<file path="config.mk">
export PLATFORM = sky130hd
export DESIGN_NAME = fwdRegUnit
export DESIGN_NICKNAME = d
export VERILOG_FILES = /design/src/verilog/fruPkg.sv /design/src/verilog/clearSequencer.sv /design/src/verilog/fwdRegUnit.sv /design/src/verilog/mirrorPipe.sv /design/src/verilog/operandForward.sv /design/src/verilog/regFile.sv /design/src/verilog/rpccCounter.sv
export SDC_FILE = /design/constraint.sdc
export NUM_CORES = 1
export LEC_CHECK = 0
export BUFFER_PORTS_ARGS = -buffer_cell sky130_fd_sc_hd__buf_2
export CAP_MARGIN = 20
export CORE_MARGIN = 1.5
export CORE_UTILIZATION = 60
export CTS_CLUSTER_SIZE = 20
export DETAILED_ROUTE_END_ITERATION = 8
export PLACE_DENSITY = 0.75
export SYNTH_ARGS = -nofsm -noshare
export SYNTH_HDL_FRONTEND = slang
export SYNTH_SLANG_ARGS = --single-unit
</file>
<file path="constraint.sdc">
create_clock -name sys_clk -period 7.9 [get_ports sys_clk]
set_input_delay 0.395 -clock sys_clk [delete_from_list [all_inputs] [get_ports sys_clk]]
set_output_delay 0.395 -clock sys_clk [all_outputs]
set_load 0.05 [all_outputs]
</file>
<file path="src/verilog/fruPkg.sv">
/*
  shared definitions of the forwarding register unit
  - data, index and address widths
  - zero register index
  - instruction class, operand source and clear state enums
*/

`default_nettype none

package fruPkg;

  //////////////////////////////////////////////////////////////////////
  // widths
  //////////////////////////////////////////////////////////////////////

  localparam int DataW    = 32;           // operand / result width
  localparam int IdxW     = 5;            // register index width
  localparam int RegAddrW = IdxW + 1;     // msb is the valid flag

  // r31 is hardwired to zero on the read side
  localparam logic [IdxW-1:0] ZeroReg = 5'd31;

  //////////////////////////////////////////////////////////////////////
  // enums
  //////////////////////////////////////////////////////////////////////

  // class of the instruction stepping into EXU
  typedef enum logic [1:0] {
    aluOp   = 2'd0,   // plain alu result, forwardable from EXU
    loadOp  = 2'd1,   // data only available after MAU
    storeOp = 2'd2,
    rpccOp  = 2'd3    // writes the cycle counter at WB
  } instrClass;

  // operand mux select, freshest source first
  typedef enum logic [1:0] {
    selExu  = 2'd0,
    selMau  = 2'd1,
    selWb   = 2'd2,
    selFile = 2'd3
  } opndSel;

  // register file clear sequencer
  typedef enum logic [1:0] {
    clrIdle  = 2'd0,  // held here in reset
    clrSweep = 2'd1,  // one entry zeroed per cycle
    clrRun   = 2'd2   // normal operation
  } clrState;

endpackage

`default_nettype wire

</file>
<file path="src/verilog/clearSequencer.sv">
/*
  register file clear sequencer
  - idle in reset, then one zero write per cycle
  - busy until every entry is cleared
*/

`timescale 1ns/1ps
`default_nettype none

module clearSequencer import fruPkg::*; #(
  parameter int RegCount = 32
) (
  input  logic            sys_clk,
  input  logic            arstN,
  output logic            clearing,   // file write port owned by the sweep
  output logic            busy,
  output logic [IdxW-1:0] clearIdx    // entry being zeroed
);

  localparam logic [IdxW-1:0] LastIdx = IdxW'(RegCount - 1);

  clrState state;

  always_ff @(posedge sys_clk or negedge arstN) begin
    if (!arstN) begin
      state    <= clrIdle;
      clearIdx <= '0;
    end else begin
      case (state)
        clrIdle: begin              // first edge after release
          state    <= clrSweep;
          clearIdx <= '0;
        end
        clrSweep: begin
          if (clearIdx == LastIdx) begin
            state <= clrRun;        // last entry written at this edge
          end else begin
            clearIdx <= clearIdx + 1'b1;
          end
        end
        default: state <= clrRun;   // stay until the next reset
      endcase
    end
  end

  assign clearing = (state == clrSweep);
  assign busy     = (state != clrRun);   // idle counts as busy too

endmodule

`default_nettype wire

</file>
<file path="src/verilog/fwdRegUnit.sv">
/*
  forwarding register unit, top level
  - clear sequencer and rpcc counter
  - mirror of the EXU / MAU / WB stages
  - register file and operand forwarding
*/

`timescale 1ns/1ps
`default_nettype none

module fwdRegUnit import fruPkg::*; #(
  parameter int RegCount = 32,      // register file entries
  parameter int DivRatio = 1        // rpcc divisor, 1..16
) (
  input  logic                sys_clk,
  input  logic                arstN,
  input  logic                stepExu,      // pipeline controller steps
  input  logic                stepMau,
  input  logic                stepWb,
  input  logic                workExu,      // valid work per stage
  input  logic                workMau,
  input  logic                workWb,
  input  logic                exuCond,      // 0 on a false cmov
  input  logic                mauCond,
  input  logic [RegAddrW-1:0] regA,         // operand addresses from decode
  input  logic [RegAddrW-1:0] regB,
  input  logic [RegAddrW-1:0] exuDest,
  input  logic [RegAddrW-1:0] mauDest,
  input  logic [DataW-1:0]    exuResData,
  input  logic [DataW-1:0]    mauData,
  input  instrClass           opClass,
  output logic [DataW-1:0]    operand1,
  output logic [DataW-1:0]    operand2,
  output logic                waitForData,  // stall request to the controller
  output logic                busy          // high while the file is cleared
);

  logic                clearing;
  logic [IdxW-1:0]     clearIdx;
  logic [DataW-1:0]    rpccValue;

  // sampled copies out of the mirror
  logic [RegAddrW-1:0] regAQ, regBQ, exuDestQ, mauDestQ;
  logic [DataW-1:0]    exuData, mauDataQ;
  logic                workExuQ, workMauQ, exuCondQ, mauCondQ;
  logic                exuFromMem;

  // WB stage
  logic [RegAddrW-1:0] wbDest;
  logic [DataW-1:0]    wbData;
  logic                wbCond, wbWork, wbWrite;

  logic [DataW-1:0]    readA, readB;   // file read ports

  //////////////////////////////////////////////////////////////////////
  // housekeeping
  //////////////////////////////////////////////////////////////////////

  clearSequencer #(.RegCount(RegCount)) i_clearSeq (
    .sys_clk  (sys_clk),
    .arstN    (arstN),
    .clearing (clearing),
    .busy     (busy),
    .clearIdx (clearIdx)
  );

  rpccCounter #(.DivRatio(DivRatio)) i_rpcc (
    .sys_clk   (sys_clk),
    .arstN     (arstN),
    .rpccValue (rpccValue)
  );

  //////////////////////////////////////////////////////////////////////
  // datapath
  //////////////////////////////////////////////////////////////////////

  mirrorPipe i_mirror (
    .sys_clk    (sys_clk),    .arstN      (arstN),
    .stepExu    (stepExu),    .stepMau    (stepMau),    .stepWb     (stepWb),
    .workExu    (workExu),    .workMau    (workMau),    .workWb     (workWb),
    .exuCond    (exuCond),    .mauCond    (mauCond),
    .regA       (regA),       .regB       (regB),
    .exuDest    (exuDest),    .mauDest    (mauDest),
    .exuResData (exuResData), .mauData    (mauData),
    .opClass    (opClass),    .rpccValue  (rpccValue),
    .regAQ      (regAQ),      .regBQ      (regBQ),
    .exuDestQ   (exuDestQ),   .mauDestQ   (mauDestQ),
    .exuData    (exuData),    .mauDataQ   (mauDataQ),
    .workExuQ   (workExuQ),   .workMauQ   (workMauQ),
    .exuCondQ   (exuCondQ),   .mauCondQ   (mauCondQ),
    .exuFromMem (exuFromMem),
    .wbDest     (wbDest),     .wbData     (wbData),
    .wbCond     (wbCond),     .wbWork     (wbWork),     .wbWrite    (wbWrite)
  );

  regFile #(.RegCount(RegCount)) i_regFile (
    .sys_clk  (sys_clk),
    .clearing (clearing),
    .clearIdx (clearIdx),
    .wbWrite  (wbWrite),
    .wbDest   (wbDest),
    .wbData   (wbData),
    .readIdxA (regAQ[IdxW-1:0]),     // valid flag not needed for a read
    .readIdxB (regBQ[IdxW-1:0]),
    .readA    (readA),
    .readB    (readB)
  );

  operandForward i_fwd (
    .regAQ       (regAQ),     .regBQ      (regBQ),
    .exuDestQ    (exuDestQ),  .mauDestQ   (mauDestQ),
    .workExuQ    (workExuQ),  .workMauQ   (workMauQ),
    .exuCondQ    (exuCondQ),  .mauCondQ   (mauCondQ),
    .exuFromMem  (exuFromMem),
    .exuData     (exuData),   .mauDataQ   (mauDataQ),
    .wbDest      (wbDest),    .wbData     (wbData),
    .wbCond      (wbCond),    .wbWork     (wbWork),
    .readA       (readA),     .readB      (readB),
    .operand1    (operand1),  .operand2   (operand2),
    .waitForData (waitForData)
  );

endmodule

`default_nettype wire

</file>
<file path="src/verilog/mirrorPipe.sv">
/*
  input sampling and mirror pipe
  - every unit input registered at each edge
  - EXU, MAU and WB mirror stages, gated by the sampled steps
  - WB data with rpcc substitution and the write decision
*/

`timescale 1ns/1ps
`default_nettype none

module mirrorPipe import fruPkg::*; (
  input  logic                sys_clk,
  input  logic                arstN,
  input  logic                stepExu,
  input  logic                stepMau,
  input  logic                stepWb,
  input  logic                workExu,
  input  logic                workMau,
  input  logic                workWb,
  input  logic                exuCond,
  input  logic                mauCond,
  input  logic [RegAddrW-1:0] regA,
  input  logic [RegAddrW-1:0] regB,
  input  logic [RegAddrW-1:0] exuDest,
  input  logic [RegAddrW-1:0] mauDest,
  input  logic [DataW-1:0]    exuResData,
  input  logic [DataW-1:0]    mauData,
  input  instrClass           opClass,
  input  logic [DataW-1:0]    rpccValue,
  output logic [RegAddrW-1:0] regAQ,
  output logic [RegAddrW-1:0] regBQ,
  output logic [RegAddrW-1:0] exuDestQ,
  output logic [RegAddrW-1:0] mauDestQ,
  output logic [DataW-1:0]    exuData,
  output logic [DataW-1:0]    mauDataQ,
  output logic                workExuQ,
  output logic                workMauQ,
  output logic                exuCondQ,
  output logic                mauCondQ,
  output logic                exuFromMem,  // EXU holds a load
  output logic [RegAddrW-1:0] wbDest,
  output logic [DataW-1:0]    wbData,
  output logic                wbCond,
  output logic                wbWork,
  output logic                wbWrite
);

  logic      stepExuQ, stepMauQ, stepWbQ, workWbQ;
  instrClass opClassQ;
  logic      exuRpcc, mauRpcc;   // rpcc flag riding down the mirror

  //////////////////////////////////////////////////////////////////////
  // input sampling
  //////////////////////////////////////////////////////////////////////

  // steps and works settle late in the cycle, so freeze them here
  always_ff @(posedge sys_clk or negedge arstN) begin
    if (!arstN) begin
      stepExuQ <= 1'b0;
      stepMauQ <= 1'b0;
      stepWbQ  <= 1'b0;
      workExuQ <= 1'b0;
      workMauQ <= 1'b0;
      workWbQ  <= 1'b0;
      exuCondQ <= 1'b0;
      mauCondQ <= 1'b0;
      regAQ    <= '0;      // valid flags drop with it
      regBQ    <= '0;
      exuDestQ <= '0;
      mauDestQ <= '0;
      opClassQ <= aluOp;
    end else begin
      stepExuQ <= stepExu;
      stepMauQ <= stepMau;
      stepWbQ  <= stepWb;
      workExuQ <= workExu;
      workMauQ <= workMau;
      workWbQ  <= workWb;
      exuCondQ <= exuCond;
      mauCondQ <= mauCond;
      regAQ    <= regA;
      regBQ    <= regB;
      exuDestQ <= exuDest;
      mauDestQ <= mauDest;
      opClassQ <= opClass;
    end
  end

  // payload only
  always_ff @(posedge sys_clk) begin
    exuData  <= exuResData;
    mauDataQ <= mauData;
  end

  //////////////////////////////////////////////////////////////////////
  // mirror stages
  //////////////////////////////////////////////////////////////////////

  always_ff @(posedge sys_clk or negedge arstN) begin
    if (!arstN) begin
      exuFromMem <= 1'b0;
      exuRpcc    <= 1'b0;
      mauRpcc    <= 1'b0;
      wbDest     <= '0;
      wbCond     <= 1'b0;
      wbWork     <= 1'b0;
    end else begin
      if (stepExuQ) begin
        exuFromMem <= (opClassQ == loadOp);  // no EXU forwarding for loads
        exuRpcc    <= (opClassQ == rpccOp);
      end
      if (stepMauQ) mauRpcc <= exuRpcc;
      if (stepWbQ) begin
        wbDest <= mauDestQ;
        wbCond <= mauCondQ;
        wbWork <= workWbQ;
      end
    end
  end

  // rpcc result replaces the MAU data on the way into WB
  always_ff @(posedge sys_clk) begin
    if (stepWbQ) wbData <= mauRpcc ? rpccValue : mauDataQ;
  end

  // the one place that decides a file write
  assign wbWrite = wbWork & wbDest[RegAddrW-1] & wbCond;

endmodule

`default_nettype wire

</file>
<file path="src/verilog/operandForward.sv">
/*
  operand forwarding
  - address compare against EXU, MAU and WB destinations
  - per operand source select, r31 reads zero
  - load dependency request towards the controller
*/

`timescale 1ns/1ps
`default_nettype none

module operandForward import fruPkg::*; (
  input  logic [RegAddrW-1:0] regAQ,
  input  logic [RegAddrW-1:0] regBQ,
  input  logic [RegAddrW-1:0] exuDestQ,
  input  logic [RegAddrW-1:0] mauDestQ,
  input  logic                workExuQ,
  input  logic                workMauQ,
  input  logic                exuCondQ,
  input  logic                mauCondQ,
  input  logic                exuFromMem,
  input  logic [DataW-1:0]    exuData,
  input  logic [DataW-1:0]    mauDataQ,
  input  logic [RegAddrW-1:0] wbDest,
  input  logic [DataW-1:0]    wbData,
  input  logic                wbCond,
  input  logic                wbWork,
  input  logic [DataW-1:0]    readA,
  input  logic [DataW-1:0]    readB,
  output logic [DataW-1:0]    operand1,
  output logic [DataW-1:0]    operand2,
  output logic                waitForData
);

  opndSel selA, selB;
  logic   loadHitA, loadHitB;

  //////////////////////////////////////////////////////////////////////
  // compare
  //////////////////////////////////////////////////////////////////////

  // address valid and equal to a valid destination
  function automatic logic addrHit(input logic [RegAddrW-1:0] addr,
                                   input logic [RegAddrW-1:0] dest);
    return addr[RegAddrW-1] && (addr == dest);
  endfunction

  // freshest pending producer wins
  function automatic opndSel pickSrc(input logic [RegAddrW-1:0] addr);
    opndSel sel;
    if (addrHit(addr, exuDestQ) && workExuQ && exuCondQ && !exuFromMem) begin
      sel = selExu;
    end else if (addrHit(addr, mauDestQ) && workMauQ && mauCondQ) begin
      sel = selMau;
    end else if (addrHit(addr, wbDest) && wbWork && wbCond) begin
      sel = selWb;
    end else begin
      sel = selFile;                   // nothing in flight
    end
    return sel;
  endfunction

  // load in EXU, data not ready before MAU
  function automatic logic loadHit(input logic [RegAddrW-1:0] addr);
    return addrHit(addr, exuDestQ) && (addr[IdxW-1:0] != ZeroReg) &&
           exuFromMem && workExuQ;
  endfunction

  //////////////////////////////////////////////////////////////////////
  // operand mux
  //////////////////////////////////////////////////////////////////////

  function automatic logic [DataW-1:0] muxOpnd(input logic [RegAddrW-1:0] addr,
                                               input opndSel              sel,
                                               input logic [DataW-1:0]    fileData);
    logic [DataW-1:0] val;
    case (sel)
      selExu:  val = exuData;
      selMau:  val = mauDataQ;
      selWb:   val = wbData;
      default: val = fileData;
    endcase
    if (addr[IdxW-1:0] == ZeroReg) val = '0;   // r31, valid flag or not
    return val;
  endfunction

  always_comb begin
    selA     = pickSrc(regAQ);
    selB     = pickSrc(regBQ);
    loadHitA = loadHit(regAQ);
    loadHitB = loadHit(regBQ);
    operand1 = muxOpnd(regAQ, selA, readA);
    operand2 = muxOpnd(regBQ, selB, readB);
  end

  assign waitForData = loadHitA | loadHitB;     // controller holds EXU

endmodule

`default_nettype wire

</file>
<file path="src/verilog/regFile.sv">
/*
  register file
  - RegCount words, two combinational read ports
  - one clocked write port, clear sweep over writeback
*/

`timescale 1ns/1ps
`default_nettype none

module regFile import fruPkg::*; #(
  parameter int RegCount = 32
) (
  input  logic                sys_clk,
  input  logic                clearing,   // sweep owns the write port
  input  logic [IdxW-1:0]     clearIdx,
  input  logic                wbWrite,
  input  logic [RegAddrW-1:0] wbDest,
  input  logic [DataW-1:0]    wbData,
  input  logic [IdxW-1:0]     readIdxA,
  input  logic [IdxW-1:0]     readIdxB,
  output logic [DataW-1:0]    readA,
  output logic [DataW-1:0]    readB
);

  logic [DataW-1:0] mem [RegCount];

  //////////////////////////////////////////////////////////////////////
  // write port
  //////////////////////////////////////////////////////////////////////

  // r31 is written like any other entry, the read mux hides it
  always_ff @(posedge sys_clk) begin
    if (clearing) begin
      mem[clearIdx] <= '0;                  // WB writes dropped meanwhile
    end else if (wbWrite) begin
      mem[wbDest[IdxW-1:0]] <= wbData;
    end
  end

  //////////////////////////////////////////////////////////////////////
  // read ports
  //////////////////////////////////////////////////////////////////////

  // zero latency, a same cycle WB value comes in through forwarding
  assign readA = mem[readIdxA];
  assign readB = mem[readIdxB];

endmodule

`default_nettype wire

</file>
<file path="src/verilog/rpccCounter.sv">
/*
  read process cycle counter
  - clock divider, 1..16
  - 32 bit count of divided ticks
*/

`timescale 1ns/1ps
`default_nettype none

module rpccCounter import fruPkg::*; #(
  parameter int DivRatio = 1
) (
  input  logic             sys_clk,
  input  logic             arstN,
  output logic [DataW-1:0] rpccValue
);

  localparam logic [3:0] DivLast = 4'(DivRatio - 1);

  logic [3:0] divCnt;   // cycles within one divided tick

  always_ff @(posedge sys_clk or negedge arstN) begin
    if (!arstN) begin
      divCnt    <= '0;
      rpccValue <= '0;
    end else if (divCnt == DivLast) begin
      divCnt    <= '0;
      rpccValue <= rpccValue + 1'b1;   // wraps at the top
    end else begin
      divCnt <= divCnt + 1'b1;
    end
  end

endmodule

`default_nettype wire
</file>
==> impl_metrics.py <==
metrics = {
    "run_status": {
        "status": "completed",
    },
    "cells_and_area": {
        "layout_common_cells": "edfxtp_1, mux4_2, mux2i_1",
        "nNetsFinal": 3696,
        "final_layout_size_suffix_gt1_share_pct": 28.0,
        "fillCellCount": 5747,
        "fin_util_pct": 69.2,
        "mostFrequentLayoutCell": "edfxtp_1",
        "area_growth_pct": 13.9,
    },
    "synthesis": {
        "synthMuxAreaShare_pct": 21.9,
        "synth_seq_cells": 1208,
        "synth-simple-area-share_pct": 4.51,
        "synthAdderAreaFrac_pct": 0.112,
        "yosys_warnings": 0,
        "synth_cell_type_count": 68,
        "synth_top_family_by_area": "multiplexers",
        "syn-mean-instance-area_um2": 16.8,
        "postSynth.asyncResetShare_pct": 7.28,
        "synth_xor_area_share_pct": 1.01,
        "seq_area_frac_synth_pct": 63.0,
        "synthCells": 3328,
        "mappedNetlistArea_um2": 55900,
        "synth-edff-count": 1056,
        "syn-num-nets": 3433,
        "synthFlopType": "edfxtp_1",
        "synth_compound_area_share_pct": 6.85,
    },
    "floorplan": {
        "dieArea_um2": 95000,
        "core_um2": 91900,
        "fp.dieH_um": 308,
        "io-pin-count": 166,
        "start_util_pct": 60.8,
        "chipWidth_um": 308,
        "rows": 111,
    },
    "detailed_routing": {
        "viasPerCell": 7.24,
        "ant_nets": 0,
        "drtPass1Iterations": 5,
        "drt-initial-drc-count": 5910,
        "wl_um": 168000,
        "remaining_drc_errors": 0,
        "routedWlPerCell_um": 34.0,
        "via_count": 35700,
    },
    "timing": {
        "setup_tns_ps": 0,
        "clock.fmax_mhz": 186,
        "tightest_slew_ps": 1260,
        "grt_setup_unrepaired": "false",
        "skew_ps": 28.3,
        "max-slew-margin-rel_pct": 15.0,
        "drv_slew": 0,
        "hold_viol": 0,
        "hold_slack_ps": 213,
        "finalCritPeriodShare_pct": 68.1,
        "setup_violations": 0,
        "fin_crit_ps": 5380,
    },
    "placement": {
        "port_buffers": 165,
        "post-dp-hpwl_um": 99600,
        "gp_congestion": 0.929,
    },
    "critical_path": {
        "critPathMaxFanout": 135,
        "cp-end-kind": "primary output",
        "critPathKind": "flip-flop to primary output",
        "crit_path_max_incr_delay_ps": 930,
        "cpMostUsedCell": "a211oi_1",
        "r2r-start": "i_mirror.wbDest[5]",
        "crit_chain": "buf_12 > mux4_2 > nor2b_1 > a211oi_1 > a21oi_1 > a211oi_1 > a2111oi_0 > buf_2",
        "worstSetupStartpointType": "flip-flop",
        "cp.required_ps": 7510,
        "reg2reg_depth": 6,
        "slowest_stage": "dfrtp_4",
        "ff2ff_setup_slack_ps": 3700,
        "r2r-end": "i_regFile.mem[7][19]",
        "worstPathArrival_ps": 4990,
    },
    "clock_tree": {
        "numCtsBuffers": 118,
        "post_cts_resize_count": 0,
        "cts_root_buffer": "clkbuf_16",
        "postCtsSetupBuffers": 0,
        "clk-insertion-delay-late_ps": 710,
        "clock-sinks": 1208,
        "clock_path_buffers": 3,
        "htreeDepth": 3,
        "holdBufCountCts": 99,
        "cts_tree": "done",
        "clk_pin_slew_ps": 60,
    },
    "global_routing": {
        "busiest_layer": "met2",
        "grt_start_max_net_pins": 138,
        "grt_first_pass_wirelength_um": 242000,
        "gr-usage-met3_pct": 11.4,
        "antenna_found_initial": 6,
        "grt-ovfl-total": 0,
        "grt_pass1_vias": 36300,
        "grt_usage_pct": 35.3,
        "use_met1_pct": 47.6,
        "grt.met2_usage_pct": 53.8,
    },
    "min_path": {
        "holdCritPathClass": "input port to asynchronous set/reset pin",
    },
    "pwr": {
        "power.density_nw_per_um2": 218,
        "ir_worst_vdd_mv": 0.185,
        "p_leak_nw": 23.7,
    },
    "flow_run": {
        "maxCapViolCount": 0,
    },
}
## worst max path at each step
stage                      startpoint      endpoint  slack (ps)  depth (start not counted)
global route        i_mirror.regAQ[1]  operand1[23]        2440                          8
CTS                 i_mirror.regAQ[1]  operand1[23]        2700                          8
global placement    i_mirror.regBQ[0]  operand2[30]        3510                          7
finish              i_mirror.regAQ[1]  operand1[23]        2520                          8
floorplan           i_mirror.regAQ[0]  operand1[24]        3550                          8
detailed placement  i_mirror.regAQ[1]  operand1[23]        3460                          8
## where the power goes
part / internal, W / total [W] / switching [W]
Combinational: 0.000381 / 0.00109 / 0.000706
Sequential: 0.00698 / 0.00705 / 0.0000694
Clock: 0.00331 / 0.00572 / 0.00242
## synth_stat cells (10+ instances only)
cell	n	area, µm²
edfxtp_1	1056	31700
mux4_2	400	9010
mux2i_1	240	2400
a22oi_1	146	1100
nand2_1	141	529
a21oi_1	105	526
o21ai_0	101	505
clkbuf_1	93	349
buf_2	89	445
dfrtp_1	88	2200
nor2_1	76	285
mux2_2	74	833
nand3_1	70	350
dfxtp_1	64	1280
and3_1	49	307
xnor2_1	48	420
a211oi_1	43	323
nor3_1	42	210
buf_4	35	263
nand2b_1	31	194
o221ai_1	31	272
inv_1	29	109
a221o_1	28	280
buf_6	23	259
o22ai_1	22	138
o31ai_1	22	165
nor2b_1	18	113
nand4_1	14	87.6
xor2_1	13	114
or3_1	12	75.1
buf_1	10	37.5
nor4_1	10	62.6
## cells by family after synthesis
family / after synthesis
flip-flops: 1208
AO/OA/AOI/OAI: 559
adder cells (fa/ha/maj): 5
AND/OR/NAND/NOR: 499
XOR/XNOR: 63
buffers and inverters: 280
multiplexers: 714
## sequential cells by signal (all words and copies together), names as in the netlist, 32 cells and up
| register | flops |
|---|---|
| i_rpcc.rpccValue | 32 |
| i_mirror.mauDataQ | 32 |
| i_mirror.exuData | 32 |
| i_regFile.mem | 1024 |
| i_mirror.wbData | 32 |
## per-stage QoR
step           power (W)  cells  setup slack, ps  instance area (µm²)
2_1_floorplan    0.00782   3328             3550                55900
3_3_place_gp     0.00814   4579             3510                58000
3_5_place_dp     0.00816   4583             3460                58100
4_1_cts           0.0138   4903             2700                63000
5_1_grt           0.0141   4936             2440                63700
6_report          0.0139   4936             2520                63700
## layout make-up
class	instances	area, µm²	share of cell area, %
clock buffer	144	3180	4.99
tap	1243	1560	2.44
clock inverter	77	753	1.18
antenna	1	2.50	0.00393
timing repair buffer	393	3290	5.16
sequential	1208	35200	55.3
inverter	30	113	0.177
multi-input combinational	1840	19500	30.7
## worst max-delay path, delay by kind of cell, from the launching register on
kind	cells	cell delay [ps]
AOI/OAI and AO/OA	4	1590
buffers and inverters	2	1040
muxes	1	350
and+or+nand+nor	1	130
DFF	1	930
## layer usage
layer	vias up	wire (µm)
met5	-	27
li1	14300	-
met1	18200	59600
met2	2842	76900
met3	457	24900
met4	4	6240
Power figures use the tool's default switching activity.
